==> src/verilog/privPkg.sv <==
package privPkg;

  ////////////////////////////////////////
  // field widths
  ////////////////////////////////////////

  typedef logic [1:0]   privModeT;   // privilege level, same coding as mstatus.MPP
  typedef logic [3:0]   causeT;      // exception code, interrupt bit not carried
  typedef logic [31:15] sysFieldT;   // funct12 / funct7 plus rs1 of a SYSTEM instr

  // privilege levels
  localparam privModeT uMode = 2'd0;
  localparam privModeT sMode = 2'd1;
  localparam privModeT mMode = 2'd3;  // 2'd2 is reserved

  // synchronous exception codes handled here
  localparam causeT causeIllegal    = 4'd2;
  localparam causeT causeBreakpoint = 4'd3;
  localparam causeT causeEcallU     = 4'd8;
  localparam causeT causeEcallS     = 4'd9;
  localparam causeT causeEcallM     = 4'd11;

  ////////////////////////////////////////
  // grouped signals
  ////////////////////////////////////////

  // status bits that matter to privileged decode and trap entry / return
  typedef struct packed {
    privModeT mpp;  // mode before the last trap
    logic     spp;  // mode before the last S trap, 1 = S
    logic     tsr;  // trap sret in S mode
    logic     tvm;  // trap sfence.vma / satp access in S mode
    logic     tw;   // timeout wait
  } privStatusT;

  // faults raised by the privileged decoder
  typedef struct packed {
    logic illegal;     // illegal instruction from any source
    logic ecall;       // environment call
    logic breakpoint;  // ebreak
  } privFaultT;

endpackage
==> src/verilog/privUnit.sv <==
`timescale 1ns/1ps

module privUnit import privPkg::*; #(
  parameter bit sSupported       = 1'b1,
  parameter bit uSupported       = 1'b1,
  parameter bit svinvalSupported = 1'b1,
  parameter int wfiTimeoutBit    = 3   // timeout after 2^n + 1 wfi cycles
) (
  input  logic       clk,
  input  logic       rstN,
  input  sysFieldT   sysField,
  input  logic       privileged,
  input  logic       illegalIeu,
  input  logic       illegalCsr,
  input  logic       statusWe,
  input  privStatusT statusWrData,
  output privModeT   privMode,
  output privStatusT status,
  output logic       trap,
  output causeT      cause,
  output causeT      mcause,
  output logic       mret,
  output logic       sret,
  output logic       wfi,
  output logic       sfenceVma
);

  privFaultT fault;  // decoder to trap control

  ////////////////////////////////////////
  // decode, trap, state
  ////////////////////////////////////////

  privDec #(
    .sSupported       (sSupported),
    .uSupported       (uSupported),
    .svinvalSupported (svinvalSupported),
    .wfiTimeoutBit    (wfiTimeoutBit)
  ) uPrivDec (
    .clk        (clk),
    .rstN       (rstN),
    .sysField   (sysField),
    .privileged (privileged),
    .illegalIeu (illegalIeu),
    .illegalCsr (illegalCsr),
    .privMode   (privMode),
    .status     (status),
    .fault      (fault),
    .mret       (mret),
    .sret       (sret),
    .wfi        (wfi),
    .sfenceVma  (sfenceVma)
  );

  trapCtrl uTrapCtrl (
    .clk      (clk),
    .rstN     (rstN),
    .fault    (fault),
    .privMode (privMode),
    .trap     (trap),
    .cause    (cause),
    .mcause   (mcause)
  );

  privState #(
    .sSupported (sSupported),
    .uSupported (uSupported)
  ) uPrivState (
    .clk          (clk),
    .rstN         (rstN),
    .trap         (trap),
    .mret         (mret),
    .sret         (sret),
    .statusWe     (statusWe),
    .statusWrData (statusWrData),
    .privMode     (privMode),
    .status       (status)
  );

endmodule

==> src/verilog/privState.sv <==
`timescale 1ns/1ps

module privState import privPkg::*; #(
  parameter bit sSupported = 1'b1,
  parameter bit uSupported = 1'b1
) (
  input  logic       clk,
  input  logic       rstN,
  input  logic       trap,          // trap taken this cycle
  input  logic       mret,          // legal mret retiring
  input  logic       sret,          // legal sret retiring
  input  logic       statusWe,      // CSR write to the status fields
  input  privStatusT statusWrData,
  output privModeT   privMode,
  output privStatusT status
);

  privStatusT wrLegal;    // write data after WARL fixups
  privModeT   mretMpp;    // mpp value left behind by mret
  privModeT   sretMode;   // mode entered by sret

  ////////////////////////////////////////
  // write legalization
  ////////////////////////////////////////

  always_comb begin
    wrLegal = statusWrData;
    if (!sSupported) begin
      wrLegal.spp = 1'b0;  // no S mode to return to
      if (statusWrData.mpp == sMode)
        wrLegal.mpp = status.mpp;  // drop S, keep the old level
    end
  end

  assign mretMpp  = uSupported ? uMode : mMode;  // least privileged level we have
  assign sretMode = status.spp ? sMode : uMode;

  ////////////////////////////////////////
  // mode and status registers
  ////////////////////////////////////////

  // trap > mret > sret > csr write
  always_ff @(posedge clk or negedge rstN) begin
    if (!rstN) begin
      privMode   <= mMode;  // boot in M
      status     <= '0;
      status.mpp <= mMode;
    end else if (trap) begin
      status.mpp <= privMode;  // remember where we came from
      privMode   <= mMode;
    end else if (mret) begin
      privMode   <= status.mpp;
      status.mpp <= mretMpp;
    end else if (sret) begin
      privMode   <= sretMode;
      status.spp <= 1'b0;
    end else if (statusWe) begin
      status <= wrLegal;  // tsr, tvm, tw pass straight through
    end
  end

endmodule

==> src/verilog/trapCtrl.sv <==
`timescale 1ns/1ps

module trapCtrl import privPkg::*; (
  input  logic      clk,
  input  logic      rstN,
  input  privFaultT fault,     // decoded faults of this cycle
  input  privModeT  privMode,  // mode the instruction runs in
  output logic      trap,      // take a trap this cycle
  output causeT     cause,     // code for the winning fault
  output causeT     mcause     // code of the last trap taken
);

  causeT ecallCause;  // ecall code follows the calling mode

  ////////////////////////////////////////
  // cause select
  ////////////////////////////////////////

  always_comb begin
    case (privMode)
      uMode:   ecallCause = causeEcallU;
      sMode:   ecallCause = causeEcallS;
      default: ecallCause = causeEcallM;  // M, reserved level treated as M
    endcase
  end

  assign trap = fault.illegal | fault.ecall | fault.breakpoint;

  // illegal beats ecall beats ebreak
  // only one of ecall / ebreak can decode, illegal may come from ieu or csr on top
  always_comb begin
    if (fault.illegal)
      cause = causeIllegal;
    else if (fault.ecall)
      cause = ecallCause;
    else if (fault.breakpoint)
      cause = causeBreakpoint;
    else
      cause = '0;  // no trap, value unused
  end

  ////////////////////////////////////////
  // mcause
  ////////////////////////////////////////

  always_ff @(posedge clk or negedge rstN) begin
    if (!rstN)
      mcause <= '0;
    else if (trap)
      mcause <= cause;  // every trap lands in M
  end

endmodule

==> src/verilog/privDec.sv <==
`timescale 1ns/1ps

module privDec import privPkg::*; #(
  parameter bit sSupported       = 1'b1,
  parameter bit uSupported       = 1'b1,
  parameter bit svinvalSupported = 1'b1,
  parameter int wfiTimeoutBit    = 3
) (
  input  logic       clk,
  input  logic       rstN,
  input  sysFieldT   sysField,    // bits 31:15 of the instruction
  input  logic       privileged,  // SYSTEM privileged op present this cycle
  input  logic       illegalIeu,  // integer unit could not decode it
  input  logic       illegalCsr,  // CSR access not permitted
  input  privModeT   privMode,
  input  privStatusT status,
  output privFaultT  fault,
  output logic       mret,
  output logic       sret,
  output logic       wfi,
  output logic       sfenceVma    // also covers the Svinval forms
);

  // funct12 encodings, all need rs1 == 0
  localparam logic [11:0] f12Ecall         = 12'b0000_0000_0000;
  localparam logic [11:0] f12Ebreak        = 12'b0000_0000_0001;
  localparam logic [11:0] f12Sret          = 12'b0001_0000_0010;
  localparam logic [11:0] f12Mret          = 12'b0011_0000_0010;
  localparam logic [11:0] f12Wfi           = 12'b0001_0000_0101;
  localparam logic [11:0] f12SfenceWInval  = 12'b0001_1000_0000;
  localparam logic [11:0] f12SfenceInvalIr = 12'b0001_1000_0001;
  // funct7 encodings, rs1 / rs2 free
  localparam logic [6:0]  f7SfenceVma      = 7'b0001001;
  localparam logic [6:0]  f7SinvalVma      = 7'b0001011;

  logic [11:0] funct12;
  logic [6:0]  funct7;
  logic        rs1Zero;
  logic        isEcall, isEbreak, isMret, isSret, isWfi;
  logic        isSfence;     // plain sfence.vma
  logic        invalHit;     // any Svinval form, when enabled
  logic        modeM, modeS;
  logic        sretLegal;
  logic        sfenceLegal;
  logic        illegalPriv;  // privileged op matching no legal form
  logic        wfiTimeout;

  ////////////////////////////////////////
  // field match
  ////////////////////////////////////////

  assign funct12 = sysField[31:20];
  assign funct7  = sysField[31:25];
  assign rs1Zero = (sysField[19:15] == 5'd0);

  assign isEcall  = (funct12 == f12Ecall)  & rs1Zero;
  assign isEbreak = (funct12 == f12Ebreak) & rs1Zero;
  assign isMret   = (funct12 == f12Mret)   & rs1Zero;
  assign isSret   = (funct12 == f12Sret)   & rs1Zero;
  assign isWfi    = (funct12 == f12Wfi)    & rs1Zero;
  assign isSfence = (funct7 == f7SfenceVma);

  // Svinval forms behave like sfence.vma here
  assign invalHit = svinvalSupported & ((funct7 == f7SinvalVma) |
                    ((funct12 == f12SfenceWInval)  & rs1Zero) |
                    ((funct12 == f12SfenceInvalIr) & rs1Zero));

  ////////////////////////////////////////
  // mode legality
  ////////////////////////////////////////

  assign modeM = (privMode == mMode);
  assign modeS = (privMode == sMode);

  assign sretLegal   = sSupported & (modeM | (modeS & ~status.tsr));  // TSR traps sret in S
  assign sfenceLegal = modeM | (modeS & ~status.tvm);                 // never from U

  assign mret      = privileged & isMret & modeM;
  assign sret      = privileged & isSret & sretLegal;
  assign wfi       = privileged & isWfi;        // legal in any mode, timeout decides
  assign sfenceVma = privileged & (isSfence | invalHit) & sfenceLegal;

  ////////////////////////////////////////
  // WFI timeout
  ////////////////////////////////////////

  // count consecutive wfi cycles, top bit set on cycle 2^n + 1
  if (uSupported) begin : genWfiTimer
    logic [wfiTimeoutBit:0] wfiCount;

    always_ff @(posedge clk or negedge rstN) begin
      if (!rstN)
        wfiCount <= '0;
      else if (!wfi)
        wfiCount <= '0;  // any other cycle restarts the wait
      else
        wfiCount <= wfiCount + 1'b1;
    end

    // no timeout in M; in S only when TW is set
    assign wfiTimeout = wfi & wfiCount[wfiTimeoutBit] &
                        ((status.tw & ~modeM) | (sSupported & (privMode == uMode)));
  end else begin : genNoWfiTimer
    assign wfiTimeout = 1'b0;  // M-only core, wfi just waits
  end

  ////////////////////////////////////////
  // faults
  ////////////////////////////////////////

  assign illegalPriv = privileged & ~(isEcall | isEbreak | mret | sret | wfi | sfenceVma);

  assign fault.illegal    = illegalIeu | illegalCsr | illegalPriv | wfiTimeout;
  assign fault.ecall      = privileged & isEcall;
  assign fault.breakpoint = privileged & isEbreak;

endmodule

==> config.mk <==
export PLATFORM = sky130hd
export DESIGN_NAME = privUnit
export DESIGN_NICKNAME = d
export VERILOG_FILES = /design/src/verilog/privPkg.sv /design/src/verilog/privUnit.sv /design/src/verilog/privState.sv /design/src/verilog/trapCtrl.sv /design/src/verilog/privDec.sv
export SDC_FILE = /design/constraint.sdc
export NUM_CORES = 1
export LEC_CHECK = 0
export BUFFER_PORTS_ARGS = -buffer_cell sky130_fd_sc_hd__buf_2
export CAP_MARGIN = 40
export CORE_ASPECT_RATIO = 0.8
export CORE_MARGIN = 3
export CORE_UTILIZATION = 35
export DETAILED_ROUTE_END_ITERATION = 8
export PLACE_DENSITY = 0.61
export SLEW_MARGIN = 15
export SYNTH_ARGS = -nofsm -noshare
export SYNTH_HDL_FRONTEND = slang
export SYNTH_SLANG_ARGS = --single-unit
==> constraint.sdc <==
create_clock -name clk -period 5.2 [get_ports clk]
set_clock_uncertainty 0.15 [all_clocks]
set_input_delay 1.3 -clock clk [delete_from_list [all_inputs] [get_ports clk]]
set_output_delay 1.3 -clock clk [all_outputs]
set_load 0.05 [all_outputs]
; ---- Word level (Yosys, flattened, before mapping)
; Index checks and enable logic that the tools add are counted.
[totals]
out_inout_bits = 21
reg_bits = 16
in_bits = 29
elab_cells = 88
[op_classes]
n_mux = 14
eq_ne = 11
reduce_logical = 9
addsub = 1
bitwise_logic = 45
[op_table]
columns = cell, count
row1 = $eq A12 B9 Y1 const B, 4
row2 = $and A1 B1 Y1, 22
row3 = $or A1 B1 Y1, 16
row4 = $eq A7 B4 Y1 const B, 2
row5 = $mux W2, 7
row6 = $eq A12 B1 Y1 const B, 1
row7 = $eq A12 B10 Y1 const B, 1
row8 = $logic_not A12 Y1, 1
row9 = $mux W4, 3
row10 = $not A1 Y1, 7
row11 = $mux W6, 1
row12 = $reduce_bool A3 Y1, 2
row13 = $logic_not A5 Y1, 1
row14 = $add A4 B1 Y4 const B, 1
row15 = $pmux W2 S2, 1
row16 = $reduce_and A4 Y1, 1
row17 = $ne A3 B2 Y1 const B, 1
row18 = $reduce_and A3 Y1, 1
row19 = $eq A2 B1 Y1 const B, 1
row20 = $eq A2 B2 Y1 const B, 1
row21 = $logic_not A2 Y1, 1
row22 = $mux W1, 2
row23 = $reduce_and A2 Y1, 1
row24 = $reduce_bool A2 Y1, 1

; ---- Longest topological paths before layout
[logic_depth]
word_depth = 16
mapped_depth = 7
ltp_nobuf = 6

; ---- Hierarchy
; Synthesis repeated with hierarchy kept, for this count alone.
[unflattened]
cells_unflattened = 96
area_unflattened_um2 = 979.7
[by_module_without_submodules]
columns = module, seq_area_each_um2, cells_per_inst, n_inst, area_per_inst_um2
row1 = privDec, 100.1, 51, 1, 431.7
row2 = privState, 205.2, 25, 1, 375.4
row3 = trapCtrl, 75.1, 20, 1, 172.7

; ---- Worst setup path before layout
; No wires, ideal clock.
[synth_path]
path_type = input to output
from = in sysField[11]
to = out cause[1]
n_path_buf = 0
cell_stages = 6
arrival_time_ns = 3.452
path_slack_ns = 0.298
t_required_ns = 3.750
path_cell_list = nor4_2 > nand4_1 > a21oi_1 > nor3b_4 > nor2_1 > o21bai_1
[synth_via]
elab_chain_cells = 13
word_cells_on_any_way = 42
cone_classes = eq/ne (8) / mux (3) / bitwise (30) / reduce/logical (1)
[synth_lines]
columns = item, line
row1 = from (decl), privUnit.sv:11  ; input sysFieldT sysField,
row2 = $eq A12 B9 Y1, privDec.sv:65  ; ((funct12 == f12SfenceWInval) & rs1Zero) |
row3 = $and A1 B1 Y1, privDec.sv:65
row4 = $or A1 B1 Y1, privDec.sv:64  ; assign invalHit = svinvalSupported & ((funct7 == f7SinvalVma) |
row5 = $or A1 B1 Y1, privDec.sv:65
row6 = $or A1 B1 Y1 *, privDec.sv:81  ; assign sfenceVma = privileged & (isSfence | invalHit) & sfenceLegal;
row7 = $and A1 B1 Y1 * (2 in series), privDec.sv:81
row8 = named net sfenceVma, privUnit.sv:25  ; output logic sfenceVma
row9 = $or A1 B1 Y1 *, privDec.sv:111  ; assign illegalPriv = privileged & ~(isEcall | isEbreak | mret | sret | wfi | sfenceVma);
row10 = $not A1 Y1 *, privDec.sv:111
row11 = $and A1 B1 Y1 *, privDec.sv:111
row12 = $or A1 B1 Y1 * (2 in series), privDec.sv:113  ; assign fault.illegal = illegalIeu | illegalCsr | illegalPriv | wfiTimeout;
row13 = $mux W4 *, trapCtrl.sv:32  ; if (fault.illegal)
row14 = to (decl), privUnit.sv:20  ; output causeT cause,
; Mark *: on every way through the listed nets, which the timed path passes. The rest lies on a longest branch.

; ---- Worst setup path in the final report
[layout_path]
from = in sysField[1]
to = out trap
[layout_via]
elab_chain_cells = 14
word_cells_on_any_way = 33
cone_classes = bitwise (32) / reduce/logical (1)
[layout_lines]
columns = item, line
row1 = $logic_not A5 Y1 *, privDec.sv:54  ; assign rs1Zero = (sysField[19:15] == 5'd0);
row2 = "$and A1 B1 Y1, on equally long branches", "privDec.sv:58, privDec.sv:65"
row3 = $and A1 B1 Y1 / $or A1 B1 Y1 (equally long branches), "privDec.sv:78, privDec.sv:64"
row4 = $and A1 B1 Y1 / $or A1 B1 Y1 (equally long branches), "privDec.sv:78, privDec.sv:65"
row5 = "$or A1 B1 Y1, on equally long branches", "privDec.sv:111, privDec.sv:81"
row6 = $or A1 B1 Y1 / $and A1 B1 Y1 (equally long branches) (2 in series), "privDec.sv:111, privDec.sv:81"
row7 = $or A1 B1 Y1, privDec.sv:111
row8 = $not A1 Y1, privDec.sv:111
row9 = $and A1 B1 Y1, privDec.sv:111
row10 = $or A1 B1 Y1 (2 in series), privDec.sv:113
row11 = $or A1 B1 Y1, trapCtrl.sv:27  ; assign trap = fault.illegal | fault.ecall | fault.breakpoint;
row12 = $or A1 B1 Y1 *, trapCtrl.sv:27
row13 = to (decl), privUnit.sv:19  ; output logic trap,
; Mark *: on every way between the ends. The rest lies on a longest branch, timed or not.

==> results.yml <==
synthesis:
  ys_warn_count: 0
  synth_enable_flop_cells: 0
  synth_cell_types: 45
  post-synth-top-area-fraction_pct: 27.0
  synth_area_leaders: "dfrtp_1 (27%), dfstp_2 (10%), nor2_1 (6.3%), nor3_1 (4.9%), nand4_1 (3.1%)"
  syn_area_per_cell_um2: 9.44
  synth_area_um2: 1020
  synthArstFlopShare_pct: 100
  synth_most_common_cell: "nor2_1"
  yosysTopAreaCell: "dfrtp_1"
  ys.flop_type: "dfrtp_1"
  ys_seq_area_share_pct: 37.3
  syn_inst: 108
  synth-seq-cells: 15
  synth_commonest_cells: "nor2_1 (17), dfrtp_1 (11), nor3_1 (10), inv_1 (8), nand4_1 (5)"
pwr:
  comb_power_share_pct: 29.2
  power.net_switching_w: 0.0000999
  p_int_w: 0.000179
  seqPwrFrac_pct: 47.1
  p_sw_share_pct: 35.9
  powerDensity_nw_per_um2: 214
  total_power_w: 0.000279
  leakagePower_nw: 0.622
  power_frac_clock_pct: 23.7
  peakVddDrop_v: 0.000115
final_layout:
  final_design_area_no_fill_um2: 1300
  layout-drive-gt1-share_pct: 42.7
  multiInputGateArea_um2: 587
  ff_latch_area_um2: 380
  layout-area-overhead-vs-synth_pct: 27.9
  diodes: 0
  fillers: 277
  final_nets: 188
critical_path:
  path_class: "in -> out"
  worstPathMaxFanout: 7
  endpoint_kind: "output pin"
  critPathLaunchType: "input port"
  arrival_ps: 3150
  required_ps: 3750
  r2r_cells: 5
clocking:
  clkTransAtPathRegs_ps: 80
  clock-sinks: 15
  cts_hold_buf: 0
  cts.repair.resized: 0
  post-cts-setup-buffer-count: 0
  cts_buffers: 3
  clk_path_buf_depth: 2
  cts_root_buf: "clkbuf_4"
  clk_latency_ps: 280
  cts_tree: "yes"
  htreeDepth: 1
timing:
  finalHoldViolCount: 0
  max_freq_mhz: 217
  finalCritPeriodShare_pct: 88.5
  slew_headroom_pct: 64.6
  worst_slew_pin_slew_ps: 527
  rsz0062_at_grt: "false"
  setup_tns_ps: 0
  setup_viol: 0
  slew_viol_final: 0
  min_period_ps: 4600
min_path:
  hold_class: "reg -> reg"
  hold_depth: 1
die:
  die_w_um: 66.4
  die-height_um: 54.3
  dieArea_um2: 3600
  coreArea_um2: 2600
  placementRows: 16
  num_io_pins: 50
  start_util_pct: 39.2
outcome:
  status: "complete, no violations"
place:
  dp_hpwl_mm: 2.29
  io_buffers: 47
  gp_congestion: 0.818
  placed_cell_area_um2: 1280
route:
  drc_errors: 0
  routed_wirelength_mm: 2.67
  dr.pass1.iters: 4
  ant_nets: 0
  vias_per_cell: 5.19
  drtIter0Drc: 48
  post_drt_wl_per_cell_um: 13.8
  vias: 1001
grt:
  overflow: 0
  grt_max_degree: 16
  grt_usage_pct: 16.7
  grt_pass1_vias: 1056
  antenna_found_initial: 0
  grt_pass1_wl_mm: 4.57
flow_run:
  max-cap-violations: 0
## sequential cells by signal (all words and copies together), names as in the netlist
| register | flops |
|---|---|
| uPrivState.status | 6 |
| uPrivDec.genWfiTimer.wfiCount | 4 |
| uTrapCtrl.mcause | 3 |
| uPrivState.privMode | 2 |
## cell type report
| class | count | area share (%) |
|---|---|---|
| flip-flops and latches | 15 | 29.2 |
| well taps | 36 | 3.45 |
| clock buffers | 4 | 2.02 |
| repair buffers | 47 | 18.0 |
| inverters | 8 | 2.30 |
| multi-input cells | 83 | 45.0 |
## power groups by stage
stage	clock (W)	sequential (W)	combinational, W
2_1_floorplan	0	0.000158	0.0000267
5_1_grt	0.0000755	0.000133	0.0000881
3_3_place_gp	0	0.000133	0.0000811
4_1_cts	0.0000691	0.000131	0.0000822
3_5_place_dp	0	0.000133	0.0000821
6_report	0.0000659	0.000131	0.0000815
## per-stage QoR
step	hold WS (ps)	utilization (%)	cells	setup WS, ps
after floorplan	283	-	109	298
after global placement	305	49.1	189	629
after detailed placement	313	49.1	189	594
after CTS	325	50.1	193	596
after global routing	356	50.1	193	413
final	326	50.1	193	599
## layout by cell type, fill, tap and decap left out, types with 2 or more instances in the layout
| cell | count |
|---|---|
| inv_1 | 8 |
| nand4_1 | 5 |
| o41ai_1 | 2 |
| nor3_1 | 10 |
| dfrtp_1 | 11 |
| conb_1 | 2 |
| mux2_2 | 2 |
| buf_2 | 47 |
| dfstp_2 | 4 |
| clkbuf_4 | 3 |
| nor2_1 | 17 |
| nand3_1 | 3 |
| o31ai_1 | 3 |
| o21ai_0 | 4 |
| o21bai_1 | 2 |
| nor4b_2 | 2 |
| a21oi_1 | 2 |
| mux2i_1 | 2 |
## worst paths after layout
path                                                            startpoint                                          to  slack [ps]
worst min register to register  uPrivDec.genWfiTimer.wfiCount[0]$_DFF_PN0_  uPrivDec.genWfiTimer.wfiCount[0]$_DFF_PN0_         330
worst max register to register          uPrivState.privMode[0]$_DFFE_PN1P_            uPrivState.status[5]$_DFFE_PN1P_        2900
min in group asynchronous                                             rstN             uTrapCtrl.mcause[3]$_DFFE_PN0P_         750
max in group asynchronous                                             rstN            uPrivState.status[4]$_DFFE_PN1P_        3840
worst min-delay path            uPrivDec.genWfiTimer.wfiCount[0]$_DFF_PN0_  uPrivDec.genWfiTimer.wfiCount[0]$_DFF_PN0_         330
worst max-delay path                                           sysField[1]                                        trap         600
## cell families after synthesis
family,after synthesis,share of synthesized area (%)
multiplexers,5,5.28
adder cells (fa/ha/maj),2,2.21
AND/OR/NAND/NOR,53,34.4
buffers and inverters,11,5.52
AO/OA/AOI/OAI,19,13.3
XOR/XNOR,2,1.72
flip-flops,15,37.3
other,1,0.368
## metal layers
layer	routed length (um)	part of all wire, %	GRT usage, %
met5	0	0	0
met4	13	0.49	2.03
met3	158	5.9	5.13
met2	1270	47	29.5
met1	1230	46	21.0
## worst max-delay path, stage by stage
cell	delay [ps]
buf_2	110
nor4_4	350
nand4_1	210
o31ai_2	510
or2b_2	260
nor2_1	80
inv_1	70
buf_2	250
(Power assumes the default switching activity.)
